==> src/verilog/execPkg.sv <==
// widths, ALU/branch/select encodings, trap op, privilege and exception codes
package execPkg;

    localparam int xlen = 32;
    localparam int shamtWidth = 5;

    typedef logic [xlen-1:0] word_t;
    typedef logic [4:0] regAddr_t;
    typedef logic [11:0] csrAddr_t;

    // step from pc to the sequential pc
    localparam word_t insnSize = 4;

    typedef enum logic [3:0] {
        AluAdd    = 4'd0,
        AluSub    = 4'd1,
        AluSll    = 4'd2,
        AluSlt    = 4'd3,
        AluSltu   = 4'd4,
        AluXor    = 4'd5,
        AluSrl    = 4'd6,
        AluSra    = 4'd7,
        AluOr     = 4'd8,
        AluAnd    = 4'd9,
        AluClear1 = 4'd10,
        AluClear2 = 4'd11
    } aluCmd_t;

    typedef enum logic [1:0] {
        AluSrc1Zero = 2'd0,
        AluSrc1Pc   = 2'd1,
        AluSrc1Reg  = 2'd2,
        AluSrc1Csr  = 2'd3
    } aluSrc1_t;

    typedef enum logic [1:0] {
        AluSrc2Zero = 2'd0,
        AluSrc2Imm  = 2'd1,
        AluSrc2Reg  = 2'd2,
        AluSrc2Csr  = 2'd3
    } aluSrc2_t;

    typedef enum logic [2:0] {
        BranchEqual                = 3'd0,
        BranchNotEqual             = 3'd1,
        BranchLessThan             = 3'd2,
        BranchGreaterEqual         = 3'd3,
        BranchUnsignedLessThan     = 3'd4,
        BranchUnsignedGreaterEqual = 3'd5,
        BranchAlways               = 3'd6
    } branchType_t;

    // source of the integer writeback value
    typedef enum logic [1:0] {
        WriteSrcResult = 2'd0,
        WriteSrcNextPc = 2'd1,
        WriteSrcCsr    = 2'd2
    } writeSrc_t;

    typedef enum logic {
        TrapOpEcall  = 1'b0,
        TrapOpEbreak = 1'b1
    } trapOp_t;

    typedef enum logic [1:0] {
        PrivilegeUser       = 2'd0,
        PrivilegeSupervisor = 2'd1,
        PrivilegeMachine    = 2'd3
    } privilege_t;

    // mcause values for the synchronous exceptions raised here
    typedef enum logic [3:0] {
        ExcIllegalInsn         = 4'd2,
        ExcBreakpoint          = 4'd3,
        ExcEcallFromUser       = 4'd8,
        ExcEcallFromSupervisor = 4'd9,
        ExcEcallFromMachine    = 4'd11
    } excCode_t;

endpackage

==> src/verilog/execControl.sv <==
// execControl: trap ranking, trap return, flush request, next pc and write enables
`timescale 1ns/1ps

module execControl (
    input  logic                  opValid,
    input  execPkg::word_t        insn,
    input  logic                  isBranch,
    input  logic                  branchCond,
    input  execPkg::word_t        aluResult,
    input  execPkg::word_t        pc,
    input  logic                  csrReadEnable,
    input  logic                  csrReadIllegal,
    input  logic                  csrWriteEnable,
    input  logic                  isTrap,
    input  execPkg::trapOp_t      trapOp,
    input  logic                  isTrapReturn,
    input  logic                  trapReturnSupervisor,
    input  logic                  supervisorReturnTrap,
    input  execPkg::privilege_t   privilege,
    input  logic                  intRegWriteEnable,
    input  logic                  prevTrapValid,
    input  execPkg::excCode_t     prevTrapCause,
    input  execPkg::word_t        prevTrapValue,
    output logic                  branchTaken,
    output execPkg::word_t        nextPc,
    output logic                  flushReq,
    output logic                  csrWe,
    output logic                  bypassWriteEnable,
    output logic                  trapValid,
    output execPkg::excCode_t     trapCause,
    output execPkg::word_t        trapValue,
    output logic                  trapReturn
);
    import execPkg::*;

    logic isEcall;
    logic isEbreak;
    logic supervisorReturnFault;

    assign isEcall = isTrap && (trapOp == TrapOpEcall);
    assign isEbreak = isTrap && (trapOp == TrapOpEbreak);
    // sret while the csr file forbids it
    assign supervisorReturnFault = isTrapReturn && trapReturnSupervisor && supervisorReturnTrap;

    // fixed priority, earlier stages win
    always_comb begin
        trapValid = 1'b0;
        trapCause = excCode_t'('0);
        trapValue = '0;
        if (!opValid) begin
            trapValid = 1'b0;
        end else if (prevTrapValid) begin
            trapValid = 1'b1;
            trapCause = prevTrapCause;
            trapValue = prevTrapValue;
        end else if (csrReadEnable && csrReadIllegal) begin
            trapValid = 1'b1;
            trapCause = ExcIllegalInsn;
            trapValue = insn;
        end else if (isEcall) begin
            trapValid = 1'b1;
            unique case (privilege)
                PrivilegeMachine:    trapCause = ExcEcallFromMachine;
                PrivilegeSupervisor: trapCause = ExcEcallFromSupervisor;
                default:             trapCause = ExcEcallFromUser;
            endcase
        end else if (isEbreak) begin
            trapValid = 1'b1;
            trapCause = ExcBreakpoint;
        end else if (supervisorReturnFault) begin
            trapValid = 1'b1;
            trapCause = ExcIllegalInsn;
            trapValue = insn;
        end
    end

    assign trapReturn = opValid && isTrapReturn && !trapValid;

    assign branchTaken = isBranch && branchCond;
    // target comes straight from the alu (pc + imm or reg + imm)
    assign nextPc = branchTaken ? aluResult : pc + insnSize;

    assign flushReq = opValid && (branchTaken || csrWriteEnable || trapValid || trapReturn);

    assign csrWe = opValid && csrWriteEnable && !trapValid;
    assign bypassWriteEnable = opValid && intRegWriteEnable && !trapValid;

endmodule

==> src/verilog/operandSelect.sv <==
// operandSelect: bypass forwarding and the two ALU source muxes
`timescale 1ns/1ps

module operandSelect (
    input  execPkg::word_t     srcValue1,
    input  execPkg::word_t     srcValue2,
    input  logic               bypassHit1,
    input  execPkg::word_t     bypassValue1,
    input  logic               bypassHit2,
    input  execPkg::word_t     bypassValue2,
    input  execPkg::word_t     pc,
    input  execPkg::word_t     imm,
    input  execPkg::word_t     csrReadValue,
    input  execPkg::aluSrc1_t  aluSrcSel1,
    input  execPkg::aluSrc2_t  aluSrcSel2,
    output execPkg::word_t     regValue1,
    output execPkg::word_t     regValue2,
    output execPkg::word_t     aluSrc1,
    output execPkg::word_t     aluSrc2
);
    import execPkg::*;

    // forwarded value beats the register file
    assign regValue1 = bypassHit1 ? bypassValue1 : srcValue1;
    assign regValue2 = bypassHit2 ? bypassValue2 : srcValue2;

    always_comb begin
        unique case (aluSrcSel1)
            AluSrc1Zero: aluSrc1 = '0;
            AluSrc1Pc:   aluSrc1 = pc;
            AluSrc1Reg:  aluSrc1 = regValue1;
            AluSrc1Csr:  aluSrc1 = csrReadValue;
            default:     aluSrc1 = '0;
        endcase
    end

    always_comb begin
        unique case (aluSrcSel2)
            AluSrc2Zero: aluSrc2 = '0;
            AluSrc2Imm:  aluSrc2 = imm;
            AluSrc2Reg:  aluSrc2 = regValue2;
            AluSrc2Csr:  aluSrc2 = csrReadValue;
            default:     aluSrc2 = '0;
        endcase
    end

endmodule

==> src/verilog/intAlu.sv <==
// intAlu: integer ALU commands and the branch comparator
`timescale 1ns/1ps

module intAlu (
    input  execPkg::aluCmd_t     aluCmd,
    input  execPkg::word_t       aluSrc1,
    input  execPkg::word_t       aluSrc2,
    input  execPkg::branchType_t branchType,
    input  execPkg::word_t       regValue1,
    input  execPkg::word_t       regValue2,
    output execPkg::word_t       aluResult,
    output logic                 branchCond
);
    import execPkg::*;

    logic [shamtWidth-1:0] shamt;

    assign shamt = aluSrc2[shamtWidth-1:0];

    always_comb begin
        unique case (aluCmd)
            AluAdd:    aluResult = aluSrc1 + aluSrc2;
            AluSub:    aluResult = aluSrc1 - aluSrc2;
            AluSll:    aluResult = aluSrc1 << shamt;
            AluSlt:    aluResult = {{(xlen-1){1'b0}}, $signed(aluSrc1) < $signed(aluSrc2)};
            AluSltu:   aluResult = {{(xlen-1){1'b0}}, aluSrc1 < aluSrc2};
            AluXor:    aluResult = aluSrc1 ^ aluSrc2;
            AluSrl:    aluResult = aluSrc1 >> shamt;
            AluSra:    aluResult = word_t'($signed(aluSrc1) >>> shamt);
            AluOr:     aluResult = aluSrc1 | aluSrc2;
            AluAnd:    aluResult = aluSrc1 & aluSrc2;
            // csrrc style bit clears, either operand as the mask
            AluClear1: aluResult = aluSrc1 & ~aluSrc2;
            AluClear2: aluResult = ~aluSrc1 & aluSrc2;
            default:   aluResult = '0;
        endcase
    end

    // compares register operands, not the alu sources
    always_comb begin
        unique case (branchType)
            BranchEqual:                branchCond = regValue1 == regValue2;
            BranchNotEqual:             branchCond = regValue1 != regValue2;
            BranchLessThan:             branchCond = $signed(regValue1) < $signed(regValue2);
            BranchGreaterEqual:         branchCond = $signed(regValue1) >= $signed(regValue2);
            BranchUnsignedLessThan:     branchCond = regValue1 < regValue2;
            BranchUnsignedGreaterEqual: branchCond = regValue1 >= regValue2;
            BranchAlways:               branchCond = 1'b1;
            default:                    branchCond = 1'b0;
        endcase
    end

endmodule

==> src/verilog/exStageReg.sv <==
// exStageReg: writeback value select and the register toward the memory stage
`timescale 1ns/1ps

module exStageReg (
    input  logic                 clk,
    input  logic                 rstN,
    input  logic                 opValid,
    input  execPkg::word_t       pc,
    input  execPkg::regAddr_t    dstRegAddr,
    input  execPkg::writeSrc_t   writeSrc,
    input  logic                 intRegWriteEnable,
    input  execPkg::word_t       aluResult,
    input  execPkg::word_t       csrReadValue,
    input  logic                 branchTaken,
    input  logic                 trapValid,
    input  execPkg::excCode_t    trapCause,
    input  execPkg::word_t       trapValue,
    input  logic                 trapReturn,
    output execPkg::word_t       dstValue,
    output logic                 exValid,
    output execPkg::word_t       exPc,
    output execPkg::regAddr_t    exDstRegAddr,
    output execPkg::word_t       exDstValue,
    output logic                 exIntRegWriteEnable,
    output logic                 exBranchTaken,
    output execPkg::word_t       exBranchTarget,
    output logic                 exTrapValid,
    output execPkg::excCode_t    exTrapCause,
    output execPkg::word_t       exTrapValue,
    output logic                 exTrapReturn
);
    import execPkg::*;

    // link value for jal/jalr comes from pc + 4
    always_comb begin
        unique case (writeSrc)
            WriteSrcResult: dstValue = aluResult;
            WriteSrcNextPc: dstValue = pc + insnSize;
            WriteSrcCsr:    dstValue = csrReadValue;
            default:        dstValue = '0;
        endcase
    end

    // control bits
    always_ff @(posedge clk or negedge rstN) begin
        if (!rstN) begin
            exValid <= 1'b0;
            exIntRegWriteEnable <= 1'b0;
            exBranchTaken <= 1'b0;
            exTrapValid <= 1'b0;
            exTrapReturn <= 1'b0;
        end else begin
            exValid <= opValid;
            exIntRegWriteEnable <= intRegWriteEnable;
            exBranchTaken <= branchTaken;
            exTrapValid <= trapValid;
            exTrapReturn <= trapReturn;
        end
    end

    // payload, qualified by the control bits above
    always_ff @(posedge clk) begin
        exPc <= pc;
        exDstRegAddr <= dstRegAddr;
        exDstValue <= dstValue;
        exBranchTarget <= aluResult;
        exTrapCause <= trapCause;
        exTrapValue <= trapValue;
    end

endmodule

==> src/verilog/executeStage.sv <==
// executeStage: integer execute stage top built from control, operand, ALU and register blocks
`timescale 1ns/1ps

module executeStage (
    input  logic                  clk,
    input  logic                  rstN,
    input  logic                  opValid,
    input  execPkg::word_t        pc,
    input  execPkg::word_t        insn,
    input  execPkg::word_t        imm,
    input  execPkg::regAddr_t     srcRegAddr1,
    input  execPkg::regAddr_t     srcRegAddr2,
    input  execPkg::regAddr_t     dstRegAddr,
    input  execPkg::csrAddr_t     csrAddr,
    input  execPkg::word_t        srcValue1,
    input  execPkg::word_t        srcValue2,
    input  execPkg::aluCmd_t      aluCmd,
    input  execPkg::aluSrc1_t     aluSrcSel1,
    input  execPkg::aluSrc2_t     aluSrcSel2,
    input  logic                  isBranch,
    input  execPkg::branchType_t  branchType,
    input  execPkg::writeSrc_t    writeSrc,
    input  logic                  intRegWriteEnable,
    input  logic                  csrReadEnable,
    input  logic                  csrWriteEnable,
    input  logic                  isTrap,
    input  execPkg::trapOp_t      trapOp,
    input  logic                  isTrapReturn,
    input  logic                  trapReturnSupervisor,
    input  logic                  prevTrapValid,
    input  execPkg::excCode_t     prevTrapCause,
    input  execPkg::word_t        prevTrapValue,
    input  logic                  bypassHit1,
    input  execPkg::word_t        bypassValue1,
    input  logic                  bypassHit2,
    input  execPkg::word_t        bypassValue2,
    input  execPkg::word_t        csrReadValue,
    input  logic                  csrReadIllegal,
    input  execPkg::privilege_t   privilege,
    input  logic                  supervisorReturnTrap,
    output logic                  csrWe,
    output execPkg::csrAddr_t     csrWriteAddr,
    output execPkg::word_t        csrWriteValue,
    output logic                  bypassWriteEnable,
    output execPkg::regAddr_t     bypassWriteAddr,
    output execPkg::word_t        bypassWriteValue,
    output logic                  flushReq,
    output execPkg::word_t        nextPc,
    output logic                  exValid,
    output execPkg::word_t        exPc,
    output execPkg::regAddr_t     exDstRegAddr,
    output execPkg::word_t        exDstValue,
    output logic                  exIntRegWriteEnable,
    output logic                  exBranchTaken,
    output execPkg::word_t        exBranchTarget,
    output logic                  exTrapValid,
    output execPkg::excCode_t     exTrapCause,
    output execPkg::word_t        exTrapValue,
    output logic                  exTrapReturn
);
    import execPkg::*;

    word_t    regValue1;
    word_t    regValue2;
    word_t    aluSrc1;
    word_t    aluSrc2;
    word_t    aluResult;
    logic     branchCond;
    logic     branchTaken;
    logic     trapValid;
    excCode_t trapCause;
    word_t    trapValue;
    logic     trapReturn;

    assign csrWriteAddr = csrAddr;
    assign csrWriteValue = aluResult;
    assign bypassWriteAddr = dstRegAddr;

    operandSelect uOperandSelect (
        .srcValue1(srcValue1), .srcValue2(srcValue2),
        .bypassHit1(bypassHit1), .bypassValue1(bypassValue1),
        .bypassHit2(bypassHit2), .bypassValue2(bypassValue2),
        .pc(pc), .imm(imm), .csrReadValue(csrReadValue),
        .aluSrcSel1(aluSrcSel1), .aluSrcSel2(aluSrcSel2),
        .regValue1(regValue1), .regValue2(regValue2),
        .aluSrc1(aluSrc1), .aluSrc2(aluSrc2)
    );

    intAlu uIntAlu (
        .aluCmd(aluCmd), .aluSrc1(aluSrc1), .aluSrc2(aluSrc2),
        .branchType(branchType), .regValue1(regValue1), .regValue2(regValue2),
        .aluResult(aluResult), .branchCond(branchCond)
    );

    execControl uExecControl (
        .opValid(opValid), .insn(insn), .isBranch(isBranch), .branchCond(branchCond),
        .aluResult(aluResult), .pc(pc),
        .csrReadEnable(csrReadEnable), .csrReadIllegal(csrReadIllegal),
        .csrWriteEnable(csrWriteEnable), .isTrap(isTrap), .trapOp(trapOp),
        .isTrapReturn(isTrapReturn), .trapReturnSupervisor(trapReturnSupervisor),
        .supervisorReturnTrap(supervisorReturnTrap), .privilege(privilege),
        .intRegWriteEnable(intRegWriteEnable), .prevTrapValid(prevTrapValid),
        .prevTrapCause(prevTrapCause), .prevTrapValue(prevTrapValue),
        .branchTaken(branchTaken), .nextPc(nextPc), .flushReq(flushReq), .csrWe(csrWe),
        .bypassWriteEnable(bypassWriteEnable), .trapValid(trapValid),
        .trapCause(trapCause), .trapValue(trapValue), .trapReturn(trapReturn)
    );

    exStageReg uExStageReg (
        .clk(clk), .rstN(rstN), .opValid(opValid), .pc(pc), .dstRegAddr(dstRegAddr),
        .writeSrc(writeSrc), .intRegWriteEnable(intRegWriteEnable),
        .aluResult(aluResult), .csrReadValue(csrReadValue), .branchTaken(branchTaken),
        .trapValid(trapValid), .trapCause(trapCause), .trapValue(trapValue),
        .trapReturn(trapReturn), .dstValue(bypassWriteValue),
        .exValid(exValid), .exPc(exPc), .exDstRegAddr(exDstRegAddr),
        .exDstValue(exDstValue), .exIntRegWriteEnable(exIntRegWriteEnable),
        .exBranchTaken(exBranchTaken), .exBranchTarget(exBranchTarget),
        .exTrapValid(exTrapValid), .exTrapCause(exTrapCause),
        .exTrapValue(exTrapValue), .exTrapReturn(exTrapReturn)
    );

endmodule

==> config.mk <==
export PLATFORM = sky130hd
export DESIGN_NAME = executeStage
export DESIGN_NICKNAME = d
export VERILOG_FILES = /design/src/verilog/execPkg.sv /design/src/verilog/execControl.sv /design/src/verilog/operandSelect.sv /design/src/verilog/intAlu.sv /design/src/verilog/exStageReg.sv /design/src/verilog/executeStage.sv
export SDC_FILE = /design/constraint.sdc
export NUM_CORES = 1
export LEC_CHECK = 0
export ABC_AREA = 1
export CAP_MARGIN = 20
export CORE_AREA = 2 2 236 238
export DETAILED_ROUTE_END_ITERATION = 10
export DIE_AREA = 0 0 238 240
export DONT_BUFFER_PORTS = 1
export SYNTH_ARGS = -nofsm -noshare
export SYNTH_HDL_FRONTEND = slang
export SYNTH_HIERARCHICAL = 1
export SYNTH_SLANG_ARGS = --single-unit
export TNS_END_PERCENT = 20
==> constraint.sdc <==
create_clock -name clk -period 8.7 [get_ports clk]
set_input_delay 1.74 -clock clk [delete_from_list [all_inputs] [get_ports clk]]
set_output_delay 1.74 -clock clk [all_outputs]
set_load 0.01 [all_outputs]
==> impl_metrics.tcl, run 1 <==
set metrics [dict create \
    timing.critical_path.slowest_stage_cell "nand4_1" \
    finalHoldViolCount 0 \
    path_cells "nand2_1 -> inv_1 -> buf_4 -> nand2_1 -> nand3_1 -> inv_1 -> ha_1 -> inv_1 -> a21oi_1 -> o21ai_0 -> nand2_1 -> nand2_1 -> inv_1 -> nand2_1 -> nand2_1 -> nand3_1 -> nand4_1 -> a22o_1 -> inv_1 -> nand2_1" \
    max_cap_viol_count 0 \
    drt_first_pass_iters 7 \
    cts_buffers 17 \
    synth-edff-count 0 \
    globalplace.congestion 1.08 \
    die_width_um 238 \
    fraction_of_layout_instances_using_a_drive_strength_above_1_pct 5.97 \
    grt_first_pass_wirelength_um 163000 \
    async_flop_share_pct 3.52 \
    yosys-top-cells-area "nand2_1 (26%), dfxtp_1 (14%), nand3_1 (8.8%)" \
    relSlewSlack_pct 25.8 \
    setup_violations 0 \
    critPathLaunchType "primary input" \
    worst_path_most_repeated_cell "nand2_1" \
    nFillCells 6287 \
    detail_route.iter0.violations 4102 \
    period_minus_slack_ps 8120 \
    fmaxAchievable_mhz 123 \
    tightest_slew_ps 1110 \
    hpwl_um 99800 \
    cts.clk_slew.worst_paths_ps 70 \
    std_cell_rows 86 \
    h_tree_depth 4 \
    final_worst_setup_slack_ps 581 \
    cp-end-kind "output port" \
    dominantRegCellSynth "dfxtp_1" \
    postRouteWirelength_um 120000 \
    overflow 0 \
    first_global_vias 22078 \
    grt_util_all_layers_pct 40.0 \
    post_cts.repair.setup_buffers 0 \
    crit_buf_inv 6 \
    cts_tree "yes" \
    final_max_slew_viol_count 0 \
    grt_setup_unrepaired "false" \
    p_leak_nw 9.78 \
    cp_data_required_time_ps 6960 \
    summed_negative_setup_slack_over_all_endpoints_ps 0 \
    ctsLongestPathBuffers 2 \
    place_worst_setup_slack_ps 833 \
    drtAntennaViolNets 0 \
    outcome "finished clean" \
    synth.distinct_cells 57 \
    die-area_um2 57100 \
    route.detailed.vias_per_inst 6.05 \
    ys_warn_count 6 \
    netlist_area_pre_place_um2 19100 \
    cts_resized 0 \
    layout_worst_path_cycle_share_pct 93.3 \
    cts-root-buf "clkbuf_16" \
    die_h_um 240 \
    io_buffer_count 0 \
    synth_top_area_share_pct 25.8 \
    yosysSeqAreaShare_pct 15.0 \
    netlist.top_cell.by_area "nand2_1" \
    syn_inst 3505 \
    power.density_nw_per_um2 157 \
    num_io_pins 608 \
    num_vias 25210 \
    worst-path-max-fanout 23 \
    drc_errors 0 \
    cp_top_family "simple AND/OR/NAND/NOR gates" \
    layout-area-overhead-vs-synth_pct 7.19 \
    synthesis.nets 3987 \
    core_area_um2 54700 \
    clock_tree_sinks 142 \
    grt_max_degree 81 \
    start_util_pct 34.9 \
    synth.avg_cell_area_um2 5.44 \
    worstSetupPathType "primary input to output port" \
    worst_path_arrival_ps 6380 \
    wl_per_cell_um 28.8 \
    ys_seq_elements 142 \
    hold_path_class "primary input to async pin" \
    nets 3920 \
    antenna_found_initial 20 \
    yosys.cell_count.top_type "nand2_1" \
    cts_hold_repair.buffers 0 \
    timing.critical_path.slowest_cell_delay_ps 700 \
    synthTopCellsByCount "nand2_1 (1,310), nand3_1 (337), inv_1 (320)" \
    ir_worst_vdd_v 0.000127 \
]
-- per-layer routing --
layer	vias up	track usage (%)	part of all wire, %	wire length [um]
met2	1956	59.6	41	49500
met5	-	2.34	0.21	253
li1	11255	-	-	-
met4	14	20.8	6.2	7380
met3	325	12.8	14	16900
met1	11660	51.1	38	45800
-- report_power, final --
part	switching [mW]	internal, mW
Sequential	0.0588	0.713
Combinational	1.21	0.408
Clock	0.323	0.498
-- area by class of cell --
class	instances	area, um^2	area share, %
inverters	343	1290	6.30
repair buffers	92	711	3.48
clock buffers	17	425	2.08
diodes	11	27.5	0.135
multi-input cells	2842	14000	68.5
clock inverters	15	239	1.17
flip-flops and latches	142	2870	14.0
well taps	704	881	4.31
-- flip-flops by register name, indices dropped and copies added, names as in the netlist, 4 cells and up --
signal / flops
uExStageReg/exBranchTarget: 32
uExStageReg/exDstRegAddr: 5
uExStageReg/exDstValue: 32
uExStageReg/exPc: 32
uExStageReg/exTrapCause: 4
uExStageReg/exTrapValue: 32
-- path summary, 6_finish.rpt --
kind | slack (ps) | cells past startpoint | start | end
worst max-delay path | 580 | 20 | aluSrcSel1[0] | bypassWriteValue[22]
worst min-delay path | 990 | 0 | rstN | uExStageReg/exValid$_DFF_PN0_
max in group asynchronous | 7630 | 0 | rstN | uExStageReg/exIntRegWriteEnable$_DFF_PN0_
min in group clk | 1320 | 0 | pc[0] | uExStageReg/exPc[0]$_DFF_P_
-- logic make-up after synthesis --
family | after synthesis | synth area share [%]
AND/OR/NAND/NOR | 2042 | 44.2
AO/OA/AOI/OAI | 650 | 19.5
buffers and inverters | 521 | 11.7
flip-flops | 142 | 15.0
adder cells (fa/ha/maj) | 132 | 8.74
XOR/XNOR | 15 | 0.689
multiplexers | 3 | 0.158
-- metrics by stage --
step	total power, mW	instances	utilization, %	instance area (um^2)	hold WS [ps]
floorplan	1.74	3505	-	19100	1440
global placement	2.32	4122	36.1	19700	1440
detailed placement	2.32	4123	36.1	19700	1440
CTS	3.14	4155	37.3	20400	977
global route	3.35	4158	37.3	20400	977
finish	3.21	4166	37.4	20400	994
-- cells in the final DEF (no fill, tap or decap), types with 5 or more instances in the layout --
| cell type | count |
|---|---|
| inv_2 | 22 |
| o21bai_1 | 11 |
| nor2_1 | 283 |
| buf_4 | 91 |
| ha_1 | 130 |
| a21o_1 | 8 |
| nand3_1 | 333 |
| nand4_1 | 22 |
| o22ai_1 | 14 |
| a221oi_1 | 6 |
| a31oi_1 | 8 |
| diode_2 | 11 |
| nor2_4 | 11 |
| dfxtp_1 | 137 |
| a211oi_1 | 13 |
| inv_1 | 318 |
| nand2_2 | 9 |
| o21a_1 | 16 |
| o221ai_1 | 7 |
| a22o_1 | 15 |
| o211ai_1 | 50 |
| nor3_1 | 25 |
| clkbuf_16 | 17 |
| xor2_1 | 11 |
| inv_8 | 6 |
| o21ai_2 | 5 |
| nand2_1 | 1310 |
| a21oi_1 | 179 |
| a21boi_0 | 5 |
| o21ai_0 | 233 |
| or2_2 | 5 |
| nor2_2 | 17 |
| dfrtp_1 | 5 |
| o21ai_1 | 64 |
Note: power is estimated with default switching activity, not from simulation.
==> inputs of run 2 (changes only) <==
- PLACE_DENSITY: not set -> 0.54
- SKIP_CTS_REPAIR_TIMING: not set -> 1
==> impl_metrics.tcl, run 2 (synthesized netlist as in run 1, its figures left out) <==
set metrics [dict create \
    setup_violations 0 \
    post_layout_nonfiller_instances 4178 \
    overflow 0 \
    final_common_cell "nand2_1" \
    h_tree_depth 4 \
    max_cap_viol_count 0 \
    drt_first_pass_iters 7 \
    critPathLaunchType "primary input" \
    grt_max_degree 82 \
    worst_path_most_repeated_cell "nand2_1" \
    ctsLongestPathBuffers 2 \
    worstSetupPathType "primary input to output port" \
    cts_buffers 17 \
    power.density_nw_per_um2 151 \
    outcome "finished clean" \
    first_global_vias 22480 \
    drtAntennaViolNets 0 \
    detail_route.iter0.violations 3521 \
    grt_setup_unrepaired "false" \
    timing.critical_path.slowest_stage_cell "inv_1" \
    cts_tree "yes" \
    wl_per_cell_um 29.2 \
    crit_buf_inv 5 \
    nets 3926 \
    core_area_um2 54700 \
    cp-end-kind "output port" \
    tightest_slew_ps 1210 \
    cp_top_family "simple AND/OR/NAND/NOR gates" \
    grt_util_all_layers_pct 41.1 \
    final_max_slew_viol_count 0 \
    start_util_pct 34.9 \
    period_minus_slack_ps 8120 \
    die_h_um 240 \
    relSlewSlack_pct 19.0 \
    ir_worst_vdd_v 0.000157 \
    drc_errors 0 \
    summed_negative_setup_slack_over_all_endpoints_ps 0 \
    io_buffer_count 0 \
    timing.critical_path.slowest_cell_delay_ps 600 \
    cts-root-buf "clkbuf_16" \
    fmaxAchievable_mhz 123 \
    placedCellCount 4129 \
    fraction_of_layout_instances_using_a_drive_strength_above_1_pct 6.16 \
    worst-path-max-fanout 22 \
    layout-area-overhead-vs-synth_pct 6.87 \
    grt_first_pass_wirelength_um 167000 \
    path_cells "nand2_1 -> inv_1 -> buf_4 -> nand2_1 -> nand3_1 -> inv_1 -> ha_1 -> fa_1 -> inv_1 -> nand2_1 -> o21ai_2 -> nand2_1 -> nand2_1 -> nand3_1 -> nand2_1 -> nand2_1 -> nand2_1 -> nand2_1 -> nand3_1 -> nand4_1 -> a22o_1 -> inv_1 -> nand2_1" \
    postRouteWirelength_um 122000 \
    layout_worst_path_cycle_share_pct 93.4 \
    finalHoldViolCount 0 \
    die-area_um2 57100 \
    antenna_found_initial 22 \
    std_cell_rows 86 \
    cp_data_required_time_ps 6960 \
    layout_common_cells "nand2_1 (1,310), nand3_1 (333), inv_1 (319), nor2_1 (282), o21ai_0 (233)" \
    clock_tree_sinks 142 \
    p_leak_nw 9.75 \
    num_io_pins 608 \
    cts.clk_slew.worst_paths_ps 70 \
    hpwl_um 101000 \
    globalplace.congestion 1.06 \
    route.detailed.vias_per_inst 5.96 \
    die_width_um 238 \
    worst_path_arrival_ps 6380 \
    num_vias 24921 \
    hold_path_class "primary input to async pin" \
]
## run 2: layout make-up
type / instances / area (um^2)
fillers: 6331 / 34300
multi-input cells: 2842 / 14000
flip-flops and latches: 142 / 2870
inverters: 343 / 1290
well taps: 704 / 881
repair buffers: 98 / 736
clock buffers: 18 / 439
clock inverters: 14 / 120
diodes: 17 / 42.5
## run 2: final timing paths
kind,from,to,depth (start not counted)
worst max-delay path,aluSrcSel1[1],bypassWriteValue[22],23
worst min-delay path,rstN,uExStageReg/exIntRegWriteEnable$_DFF_PN0_,0
max in group asynchronous,rstN,uExStageReg/exTrapValid$_DFF_PN0_,0
min in group clk,pc[0],uExStageReg/exPc[0]$_DFF_P_,0
## run 2: power breakdown
group	leakage, nW	switching [mW]	internal (mW)
combinational	8.28	1.20	0.414
clock	0.269	0.309	0.382
sequential	1.20	0.0582	0.714
## run 2: metal layers
metal	vias to the layer above	global-route usage [%]	routed length, um	share of wire [%]
met5	-	0	131	0.11
met4	14	27.6	9070	7.4
met3	328	13.1	15100	12
met2	1689	62.0	51500	42
met1	11602	50.0	46300	38
li1	11288	-	-	-
## run 2: through the flow
step	area [um^2]	total power, mW	setup WS, ps	hold slack (ps)	util [%]
after detailed placement	19800	2.33	796	1440	36.2
after floorplan	19100	1.74	2040	1440	-
after global placement	19800	2.33	794	1440	36.2
after CTS	20300	3.02	780	974	37.2
after global routing	20300	3.23	411	969	37.2
final	20400	3.08	577	991	37.3
